`config.mk`:
```
export PLATFORM = sky130hd
export DESIGN_NAME = decodeStage
export DESIGN_NICKNAME = d
export VERILOG_FILES = /design/src/design/decodePkg.sv /design/src/design/creditQueue.sv /design/src/design/regFile.sv /design/src/design/ctrlDecode.sv /design/src/design/issueUnit.sv /design/src/design/decodeStage.sv
export SDC_FILE = /design/constraint.sdc
export NUM_CORES = 1
export LEC_CHECK = 0
export ABC_CLOCK_PERIOD_IN_PS = 3100
export BUFFER_PORTS_ARGS = -buffer_cell sky130_fd_sc_hd__buf_2
export CAP_MARGIN = 30
export CORE_ASPECT_RATIO = 2
export CORE_MARGIN = 5
export CORE_UTILIZATION = 50
export CTS_BUF_LIST = sky130_fd_sc_hd__clkbuf_4 sky130_fd_sc_hd__clkbuf_8
export CTS_CLUSTER_SIZE = 20
export DETAILED_ROUTE_END_ITERATION = 10
export PLACE_DENSITY_LB_ADDON = 0.15
export SYNTH_ARGS = -nofsm -noshare
export SYNTH_HDL_FRONTEND = slang
export SYNTH_SLANG_ARGS = --single-unit
```
`constraint.sdc`:
```
create_clock -name clk -period 3.1 [get_ports clk]
set_clock_uncertainty 0.05 [all_clocks]
set_input_delay 0.155 -clock clk [delete_from_list [all_inputs] [get_ports clk]]
set_output_delay 0.155 -clock clk [all_outputs]
set_load 0.02 [all_outputs]
```
`src/design/decodePkg.sv`:
```
/* decode stage shared types */
package decodePkg;

   // 5-bit major opcodes, instr[15:11].
   typedef enum logic [4:0] {
      HALT  = 5'b00000,
      NOP   = 5'b00001,
      SIIC  = 5'b00010,
      RTI   = 5'b00011,
      J     = 5'b00100,
      JR    = 5'b00101,
      JAL   = 5'b00110,
      JALR  = 5'b00111,
      ADDI  = 5'b01000,
      SUBI  = 5'b01001,
      XORI  = 5'b01010,
      ANDNI = 5'b01011,
      BEQZ  = 5'b01100,
      BNEZ  = 5'b01101,
      BLTZ  = 5'b01110,
      BGEZ  = 5'b01111,
      ST    = 5'b10000,
      LD    = 5'b10001,
      SLBI  = 5'b10010,
      STU   = 5'b10011,
      LBI   = 5'b11000,
      BTR   = 5'b11001,
      SEQ   = 5'b11100,
      SLT   = 5'b11101
   } opcode_e;

   typedef struct packed {
      logic [15:0] instr;
      logic [15:0] pc;
   } fetchPkt_t;

   typedef struct packed {
      logic        en;
      logic [2:0]  addr;
      logic [15:0] result;
      logic [15:0] imm;
      logic [15:0] pc;
      logic        lbi;  // write imm.
      logic        link; // write pc+2, wins over lbi.
   } wbPkt_t;

   typedef struct packed {
      logic [1:0] brKind;  // instr[12:11].
      logic       isBranch;
      logic       isJump;
      logic       halt;
      logic       lbi;
      logic       link;
      logic [2:0] dstAddr;
   } ctrl_t;

   typedef struct packed {
      logic [15:0] rs1Data;
      logic [15:0] rs2Data;
      logic [15:0] imm;
      logic [15:0] pc;
      logic        pcSel;
      ctrl_t       ctrl;
   } decPkt_t;

   typedef struct packed {
      logic [2:0] rs;
      logic [2:0] rt;
   } srcRegs_t;

   function automatic opcode_e opcodeOf(input logic [15:0] instr);
      return opcode_e'(instr[15:11]);
   endfunction

   // jal/jalr family reads r7 as rs.
   function automatic srcRegs_t srcRegs(input logic [15:0] instr);
      srcRegs_t s;
      s.rs = (instr[15:12] == 4'b0011) ? 3'd7 : instr[10:8];
      s.rt = instr[7:5];
      return s;
   endfunction

   // rd position depends on the format.
   function automatic logic [2:0] rdField(input logic [15:0] instr);
      logic [2:0] rd;
      casez (instr[15:11])
         5'b11001, 5'b1101?, 5'b111??: rd = instr[4:2];  // r-format.
         5'b11000, 5'b10010, 5'b10011: rd = instr[10:8]; // lbi, slbi, stu.
         default: rd = instr[7:5];                       // i-format 1.
      endcase
      return rd;
   endfunction

endpackage

```
`src/design/creditQueue.sv`:
```
/* fetch input queue with credit return */
`timescale 1ns/1ns

module creditQueue
   import decodePkg::*;
#(
   parameter int QDEPTH = 4
) (
   input  logic      clk,
   input  logic      rst,
   input  logic      inValid,
   input  fetchPkt_t inPkt,
   input  logic      deq,
   output fetchPkt_t head,
   output logic      headValid,
   output logic      credit
);

   localparam int PW = (QDEPTH > 1) ? $clog2(QDEPTH) : 1;
   localparam int CW = $clog2(QDEPTH + 1);

   fetchPkt_t     mem [QDEPTH]; // payload store.
   logic [PW-1:0] wrPtr;
   logic [PW-1:0] rdPtr;
   logic [CW-1:0] count;        // occupied entries.
   logic          push;
   logic          pop;

   // wrap at QDEPTH, works for any depth.
   function automatic logic [PW-1:0] nextPtr(input logic [PW-1:0] p);
      return (p == PW'(QDEPTH - 1)) ? '0 : p + PW'(1);
   endfunction

   assign headValid = (count != '0);
   assign head      = mem[rdPtr];      // head shows as soon as written.
   assign pop       = deq & headValid;
   assign push      = inValid & (count != CW'(QDEPTH)); // fetch holds a credit.

   always_ff @(posedge clk) begin
      if (push) begin
         mem[wrPtr] <= inPkt;
      end
   end

   always_ff @(posedge clk) begin
      if (rst) begin
         wrPtr  <= '0;
         rdPtr  <= '0;
         count  <= '0;
         credit <= 1'b0;
      end else begin
         if (push) begin
            wrPtr <= nextPtr(wrPtr);
         end
         if (pop) begin
            rdPtr <= nextPtr(rdPtr);
         end
         // simultaneous push and pop leaves count alone.
         case ({push, pop})
            2'b10:   count <= count + CW'(1);
            2'b01:   count <= count - CW'(1);
            default: count <= count;
         endcase
         credit <= pop; // one credit per dequeued entry.
      end
   end

endmodule

```
`src/design/regFile.sv`:
```
/* register file with writeback select */
`timescale 1ns/1ns

module regFile
   import decodePkg::*;
(
   input  logic        clk,
   input  logic        rst,
   input  logic [15:0] instr,
   input  wbPkt_t      wbPkt,
   output logic [15:0] rs1Data,
   output logic [15:0] rs2Data
);

   logic [15:0] regs [8];
   srcRegs_t    src;     // read addresses.
   logic [15:0] wrData;
   logic        hitRs;
   logic        hitRt;

   assign src = srcRegs(instr);

   // link beats lbi, result otherwise.
   always_comb begin
      if (wbPkt.link) begin
         wrData = wbPkt.pc + 16'd2; // return address.
      end else if (wbPkt.lbi) begin
         wrData = wbPkt.imm;
      end else begin
         wrData = wbPkt.result;
      end
   end

   always_ff @(posedge clk) begin
      if (rst) begin
         for (int i = 0; i < 8; i++) begin
            regs[i] <= '0;
         end
      end else if (wbPkt.en) begin
         regs[wbPkt.addr] <= wrData;
      end
   end

   // same-cycle write goes straight to the read port.
   assign hitRs = wbPkt.en && (wbPkt.addr == src.rs);
   assign hitRt = wbPkt.en && (wbPkt.addr == src.rt);

   assign rs1Data = hitRs ? wrData : regs[src.rs];
   assign rs2Data = hitRt ? wrData : regs[src.rt];

endmodule

```
`src/design/ctrlDecode.sv`:
```
/* opcode control decoder */
`timescale 1ns/1ns

module ctrlDecode
   import decodePkg::*;
(
   input  logic [15:0] instr,
   output ctrl_t       ctrl,
   output logic [15:0] imm
);

   opcode_e op;
   logic    opBranch;  // 011xx.
   logic    opJump;    // 001xx.
   logic    opLink;
   logic    opLbi;
   logic    longImm;   // j and jal.
   logic    midImm;    // branches and lbi.

   assign op = opcodeOf(instr);

   always_comb begin
      opBranch = 1'b0;
      opJump   = 1'b0;
      opLink   = 1'b0;
      case (op)
         BEQZ, BNEZ, BLTZ, BGEZ: opBranch = 1'b1;
         J, JR:                  opJump = 1'b1;
         JAL, JALR: begin
            opJump = 1'b1;
            opLink = 1'b1; // writes return address.
         end
         default: begin
            opBranch = 1'b0;
         end
      endcase
   end

   assign opLbi   = (op == LBI);
   assign longImm = (op == J) || (op == JAL);
   assign midImm  = opBranch || opLbi;

   always_comb begin
      ctrl.brKind   = instr[12:11];  // condition kind, only meaningful on branches.
      ctrl.isBranch = opBranch;
      ctrl.isJump   = opJump;
      ctrl.halt     = (op == HALT);
      ctrl.lbi      = opLbi;
      ctrl.link     = opLink;
      // link target is always r7.
      ctrl.dstAddr  = opLink ? 3'd7 : rdField(instr);
   end

   // sign extension by immediate width.
   always_comb begin
      if (longImm) begin
         imm = {{5{instr[10]}}, instr[10:0]};  // 11-bit displacement.
      end else if (midImm) begin
         imm = {{8{instr[7]}}, instr[7:0]};    // 8-bit.
      end else begin
         imm = {{11{instr[4]}}, instr[4:0]};   // 5-bit i-type.
      end
   end

endmodule

```
`src/design/issueUnit.sv`:
```
/* branch resolve and packet issue */
`timescale 1ns/1ns

module issueUnit
   import decodePkg::*;
#(
   parameter int OUTCREDITS = 2
) (
   input  logic        clk,
   input  logic        rst,
   input  logic        headValid,
   input  fetchPkt_t   head,
   input  ctrl_t       ctrl,
   input  logic [15:0] imm,
   input  logic [15:0] rs1Data,
   input  logic [15:0] rs2Data,
   input  logic        decCredit,
   output logic        deq,
   output logic        decValid,
   output decPkt_t     decPkt
);

   localparam int CW = $clog2(OUTCREDITS + 1);

   logic [CW-1:0] credits;  // free downstream slots.
   logic          zFlag;
   logic          sFlag;
   logic          taken;
   logic          pcSel;
   logic          canIssue;

   assign zFlag = (rs1Data == 16'h0000);
   assign sFlag = rs1Data[15];

   always_comb begin
      case (ctrl.brKind)
         2'b00:   taken = zFlag;   // beqz.
         2'b01:   taken = ~zFlag;  // bnez.
         2'b10:   taken = sFlag;   // bltz.
         default: taken = ~sFlag;  // bgez.
      endcase
   end

   // halt never redirects.
   assign pcSel    = ((ctrl.isBranch & taken) | ctrl.isJump) & ~ctrl.halt;
   assign canIssue = headValid & (credits != '0);
   assign deq      = canIssue;

   always_ff @(posedge clk) begin
      if (canIssue) begin
         decPkt.rs1Data <= rs1Data;
         decPkt.rs2Data <= rs2Data;
         decPkt.imm     <= imm;
         decPkt.pc      <= head.pc;
         decPkt.pcSel   <= pcSel;
         decPkt.ctrl    <= ctrl;
      end
   end

   always_ff @(posedge clk) begin
      if (rst) begin
         decValid <= 1'b0;
         credits  <= CW'(OUTCREDITS);
      end else begin
         decValid <= canIssue; // one cycle per packet.
         case ({decCredit, canIssue})
            2'b10:   credits <= credits + CW'(1);
            2'b01:   credits <= credits - CW'(1);
            default: credits <= credits;  // return and send cancel.
         endcase
      end
   end

endmodule

```
`src/design/decodeStage.sv`:
```
/* decode stage top */
`timescale 1ns/1ns

module decodeStage
   import decodePkg::*;
#(
   parameter int QDEPTH     = 4,
   parameter int OUTCREDITS = 2
) (
   input  logic      clk,
   input  logic      rst,
   input  logic      fetchValid,
   input  fetchPkt_t fetchPkt,
   output logic      fetchCredit,
   input  wbPkt_t    wbPkt,
   output logic      decValid,
   output decPkt_t   decPkt,
   input  logic      decCredit
);

   fetchPkt_t   head;       // queue head.
   logic        headValid;
   logic        deq;
   ctrl_t       ctrl;
   logic [15:0] imm;
   logic [15:0] rs1Data;
   logic [15:0] rs2Data;

   creditQueue #(.QDEPTH(QDEPTH)) queueInst (
      .clk       (clk),
      .rst       (rst),
      .inValid   (fetchValid),
      .inPkt     (fetchPkt),
      .deq       (deq),
      .head      (head),
      .headValid (headValid),
      .credit    (fetchCredit)
   );

   // register read and decode both work off the head.
   regFile regFileInst (
      .clk     (clk),
      .rst     (rst),
      .instr   (head.instr),
      .wbPkt   (wbPkt),
      .rs1Data (rs1Data),
      .rs2Data (rs2Data)
   );

   ctrlDecode ctrlInst (
      .instr (head.instr),
      .ctrl  (ctrl),
      .imm   (imm)
   );

   issueUnit #(.OUTCREDITS(OUTCREDITS)) issueInst (
      .clk       (clk),
      .rst       (rst),
      .headValid (headValid),
      .head      (head),
      .ctrl      (ctrl),
      .imm       (imm),
      .rs1Data   (rs1Data),
      .rs2Data   (rs2Data),
      .decCredit (decCredit),
      .deq       (deq),
      .decValid  (decValid),
      .decPkt    (decPkt)
   );

endmodule

```
* Yosys cells after proc, flatten, opt, wreduce, memory -nomap -nowiden
Memory sizes are Yosys's and may differ from the RTL's. A register that Yosys moved wholly into a read port is not among the register bits.
Cells that the tools add are included.
** Operators by class
- $add $sub $neg :: 7
- Multiply operators :: 0
- Divide/modulo/power cells :: 0
- Order comparisons :: 0
- Equal/unequal tests :: 26
- Shift-type cells :: 0
- Muxes and demuxes :: 28
- Bitwise gates (word level) :: 9
- Reductions and logical operators :: 17
** Operators with widths (number)
- 2-to-1 mux 16 bit :: 7
- equality test 5 x 3 -> 1 bit (second input constant) :: 4
- equality test 5 x 4 -> 1 bit (second input constant) :: 4
- equality test 5 bit (second input constant) :: 4
- adder 16 x 2 -> 16 bit (second input constant) :: 1
- zero test 16 bit :: 1
- OR reduction 16 bit :: 1
- case mux 3 bit (2 select lines) :: 2
- 2-to-1 mux 1 bit :: 11
- equality test 2 bit (second input constant) :: 5
- 2-to-1 mux 2 bit :: 4
- OR reduction 4 bit :: 2
- adder 2 x 1 -> 2 bit (second input constant) :: 3
- equality test 2 x 1 -> 1 bit (second input constant) :: 3
- equality test 3 bit :: 2
- 2-to-1 mux 3 bit :: 2
- nonzero test 2 bit :: 3
- OR reduction 3 bit :: 2
- AND 1 bit :: 5
- zero test 5 bit :: 1
- equality test 4 x 2 -> 1 bit (second input constant) :: 1
- equality test 4 bit (second input constant) :: 1
- case mux 2 bit (2 select lines) :: 1
- adder 3 x 1 -> 3 bit (second input constant) :: 1
- 12 further kinds :: 16
** Storage, ports and cells
- Bits in registers :: 86
- Latch bits :: 0
- Memory bits (writable) :: 256
- Memory bits (read-only) :: 0
- Input bits :: 90
- Output and inout bits :: 77
- Word-level logic and storage cells :: 107
- Memories :: 2
** Memories
- queueInst.mem :: depth 4, bits a word 32, read ports 1, clocked after memory_dff 1, write ports 1, RTL line creditQueue.sv:22 : fetchPkt_t mem [QDEPTH];
- regFileInst.regs :: depth 8, bits a word 16, read ports 2, clocked after memory_dff 0, write ports 8, RTL line regFile.sv:15 : logic [15:0] regs [8];

* Logic depth before layout (Yosys ltp)
- Depth after elaboration :: 11
- Gate-level depth with buffers :: 13
- Gate-level depth less buffers :: 10

* Hierarchy
From an unflattened synthesis, not the netlist that was laid out.
** Second synthesis, totals
- Cells, all modules :: 1033
- Area, all modules :: 15780.1 um^2
** Modules (own cells, without submodules)
- regFile :: times used 1, cells each 643, area an instance 7698.6 um^2
- creditQueue :: times used 1, cells each 221, area an instance 5121.2 um^2
- issueUnit :: times used 1, cells each 101, area an instance 2471.1 um^2
- ctrlDecode :: times used 1, cells each 68, area an instance 489.2 um^2

* Least setup slack after synthesis
No wires, ideal clock.
- Path kind :: register to register
- Start point :: register issueInst.credits[0]
- End point :: register queueInst.count[2]
- Setup time :: 0.070 ns
- Arrival :: 3.303 ns
- Required time :: 2.980 ns
- Path slack :: -0.323 ns
- Stages on the path, launching flop included :: 9
- Clock period less this slack :: 3.423 ns
- Path through :: dfxtp_1 > o32ai_1 > inv_1 > ha_1 > inv_1 > fa_1 > xor2_1 > or3_1 > a21oi_1
** Between the ends
- Word-level cells in the longest chain between the ends :: 5
- Elaborated cells on any way between the ends :: 7
- Classes of those cells :: eq/ne: 2; mux: 1; bitwise: 2; reduce/logical: 2
** RTL lines
- from (decl) :: RTL line issueUnit.sv:25 : logic [CW-1:0] credits;
- from (signal assigned) :: RTL line issueUnit.sv:63 : credits <= CW'(OUTCREDITS);
- from (signal assigned) :: RTL line issueUnit.sv:67 : 2'b10: credits <= credits + CW'(1);
- from (signal assigned) :: RTL line issueUnit.sv:68 : 2'b01: credits <= credits - CW'(1);
- nonzero test 2 bit (*) :: RTL line issueUnit.sv:46 : assign canIssue = headValid & (credits != '0);
- AND 1 bit (*) :: RTL line issueUnit.sv:46
- via deq :: RTL line decodeStage.sv:23 : logic deq;
- AND 1 bit (*) :: RTL line creditQueue.sv:36 : assign pop = deq & headValid;
- equality test 2 x 1 -> 1 bit / equality test 2 bit (equally long branches) :: RTL line creditQueue.sv:59 : case ({push, pop})
- case mux 3 bit (2 select lines) / nonzero test 2 bit (equally long branches)
- to (signal assigned) :: RTL line creditQueue.sv:60 : 2'b10: count <= count + CW'(1);
- to (signal assigned) :: RTL line creditQueue.sv:61 : 2'b01: count <= count - CW'(1);
- to (signal assigned) :: RTL line creditQueue.sv:62 : default: count <= count;
- to (decl) :: RTL line creditQueue.sv:25 : logic [CW-1:0] count;
Mark *: on every way through the listed nets, which the timed path passes. The rest lies on a longest branch.
A chain may end at the register's enable or synchronous reset.

==> metrics.md <==
| Metric | Value |
|---|---|
| Status | finished with violations |
| Failing checks | negative setup slack |
| Post-route ant nets | 0 |
| Hold Vio Cnt, Final | 0 |
| CTS max path bufs | 3 |
| Post-synthesis cell type count | 63 |
| Vias in the first global route | 11630 |
| Critical path type | reg2reg |
| Critical path data arrival time | 3710 ps |
| Clk_lat worst skew | 610 ps |
| Final HPWL DP | 32.6 mm |
| Worst r2r path cells | 13 |
| Critical Path RT | 3420 ps |
| Peak supply drop | 0.665 mV |
| Power per cell area | 966 mW/mm2 |
| Max-slew violations | 0 |
| 1st-pass router iterations | 5 |
| Synth Register Bits | 338 |
| Area of the multi-input gates | 0.00518 mm2 |
| Worst-margin pin slew | 722 ps |
| Fillers | 2418 |
| Worst setup margin | -291 ps |
| Vias/cell | 5.96 |
| Final wirelength | 46.0 mm |
| Vias | 10668 |
| Initial antenna violation count | 3 |
| Final Critical Period | 3390 ps |
| Core area | 0.0307 mm2 |
| H-tree depth | 2 |
| First-pass GRT wire length | 68.7 mm |
| Slew margin rel. | 0.518 |
| Max FO, Critical Path | 7 |
| Die Width | 134 um |
| CTS tree | done |
| Gpl congestion | 0.945 |
| Area contributors post-synth | edfxtp_1 63%, mux4_2 9.9%, nor2_1 4.1% |
| R2r setup slk | -290 ps |
| Starting Density | 0.504 |
| Syn Std Cell Area | 0.0155 mm2 |
| Io pins | 167 |
| Total GRT Usage | 0.268 |
| Clk sinks | 338 |
| Post-synth EDFFs | 326 |
| Startpoint types | flop |
| Final core occ | 0.621 |
| Register area share after synthesis | 0.647 |
| RSZ-0062 raised after global routing | true |
| Final worst-path cycle share | 1.09 |
| Wire length per cell | 25.7 um |
| Count leader, synth | edfxtp_1 |
| Max Clock Freq | 295 MHz |
| Synth warn | 0 |
| Post-synth top cells | 326 x edfxtp_1, 168 x nor2_1, 68 x mux4_2 |
| Port bufs | 166 |
| Reg clk slew, reported paths | 80 ps |
| DRT iter0 DRCs | 752 |
| Floorplan row count | 91 |
| P&R area growth vs syn | 23.1% |
| Yosys top cell area share | 0.632 |
| Cell taking the most area after synthesis | edfxtp_1 |
| HP Class | in2reg |
| Syn nets | 1157 |
| CP Capture Type | flop |
| Hold_ws | 160 ps |
| Drc violations | 0 |
| Nets | 1477 |
| Final setup viols | 2 |
| FF-to-FF End | issueInst.decPkt[10] |
| Die Area | 0.0348 mm2 |
| Syn Inst Count | 1058 |
| CTS Buf Count | 46 |
| GRT overflow | 0 |
| Syn_area_per_cell | 14.6 um2 |
| Post-synth ARST share | 0 |
| PnR Total Power | 18.4 mW |
| Max Cap Viol | 0 |
| FF/Latch Area | 0.0100 mm2 |
| P_leak | 7.21 nW |
| Share of post-route cells with drive strength above 1 | 0.368 |
| Die Y | 259 um |
| Largest net degree at the start of global routing | 49 |
| Primary FF master, synth | edfxtp_1 |
| Root Driver | clkbuf_8 |
| CP Capture Point | issueInst.decPkt[10] |
kinds of logic after synthesis:
family          synth area share
mux                        0.155
flops                      0.647
buf+inv                   0.0269
xor+xnor                  0.0113
fa+ha+maj                0.00775
compound gates            0.0591
simple gates              0.0921
critical path, cell delays in order (launching register included):
cell,delay [ps]
dfxtp_4,410
mux4_2,560
nand4bb_4,180
inv_4,80
buf_6,150
o21ai_4,190
o211a_1,220
buf_4,120
a22oi_1,90
nor4_2,320
buf_4,160
nand4b_1,140
nor4_2,280
and4bb_1,210
how the worst min path moves through the flow:
stage / startpoint / to / depth (start not counted)
6_report: wbPkt[2] / regFileInst.regs[3][0] / 4
3_5_place_dp: fetchPkt[11] / queueInst.mem[2][11] / 1
4_1_cts: wbPkt[47] / regFileInst.regs[3][13] / 6
2_1_floorplan: fetchPkt[0] / queueInst.mem[0][0] / 0
3_3_place_gp: fetchPkt[4] / queueInst.mem[2][4] / 1
5_1_grt: wbPkt[2] / regFileInst.regs[7][0] / 4
layout by cell type (no fill, tap or decap), types with 6 or more instances in the layout:
cell type	netlist	routed
nor2_1	168	167
buf_12	0	9
or3_1	6	6
mux2_2	37	37
nand2b_1	11	11
clkbuf_8	0	51
nand2_1	51	49
nor3_1	9	9
buf_4	8	126
mux2i_1	46	46
edfxtp_1	326	326
clkbuf_4	0	16
buf_2	6	166
nor2b_1	6	6
inv_1	23	22
dfxtp_1	12	10
nand3_1	16	15
a221oi_1	8	6
xor2_1	7	7
clkinv_1	0	10
a21oi_1	27	27
a211oi_1	11	11
mux4_2	68	68
o221ai_1	7	7
ha_1	8	6
xnor2_1	13	13
dlygate4sd3_1	0	35
o21ai_0	36	36
and3_1	20	19
routing by layer:
layer	GRT usage	wire length [um]	vias up
met5	0	0	-
met4	0.174	3330	0
met3	0.0433	2670	180
met2	0.497	25400	484
met1	0.273	14600	5301
li1	-	-	4703
cell type report:
| class | count | area share |
|---|---|---|
| Sequential cell | 338 | 0.526 |
| Multi-Input combinational cell | 627 | 0.271 |
| Timing Repair Buffer | 341 | 0.124 |
| Clock buffer | 67 | 0.0431 |
| Tap cell | 372 | 0.0244 |
| Clock inverter | 17 | 0.00571 |
| Inverter | 24 | 0.00505 |
| Antenna cell | 3 | 0.000393 |
registers in the layout (all words and copies together) (netlist names), named ones only:
register / count
issueInst.credits: 2
issueInst.decPkt: 70
queueInst.count: 3
queueInst.credit: 1
queueInst.mem: 128
queueInst.rdPtr: 2
queueInst.wrPtr: 2
regFileInst.regs: 128
what timing repair did:
| action | 4_1_cts | 5_1_grt |
|---|---|---|
| hold buffers | 35 | 0 |
| endpoints found under the setup margin | 3 | 6 |
| endpoints found under the hold margin | 140 | 0 |
| pin swaps | 7 | 2 |
| setup buffers | 4 | 2 |
| resized for setup | 18 | 6 |
power breakdown:
part           internal [mW]  switching (mW)  total [mW]
Combinational           3.74            4.66        8.40
Sequential              6.21           0.352        6.56
Clock                   1.79            1.68        3.47
per-stage QoR:
| step | TNS (ps) | setup WS (ps) | area, um2 | instances |
|---|---|---|---|---|
| floorplan | -140 | -140 | 15600 | 1058 |
| global placement | -423 | -398 | 17600 | 1661 |
| global route | -566 | -453 | 19100 | 1788 |
| CTS | -281 | -281 | 19000 | 1784 |
| detailed placement | -476 | -446 | 17600 | 1661 |
| finish | -297 | -291 | 19100 | 1789 |
(Power assumes the default switching activity.)
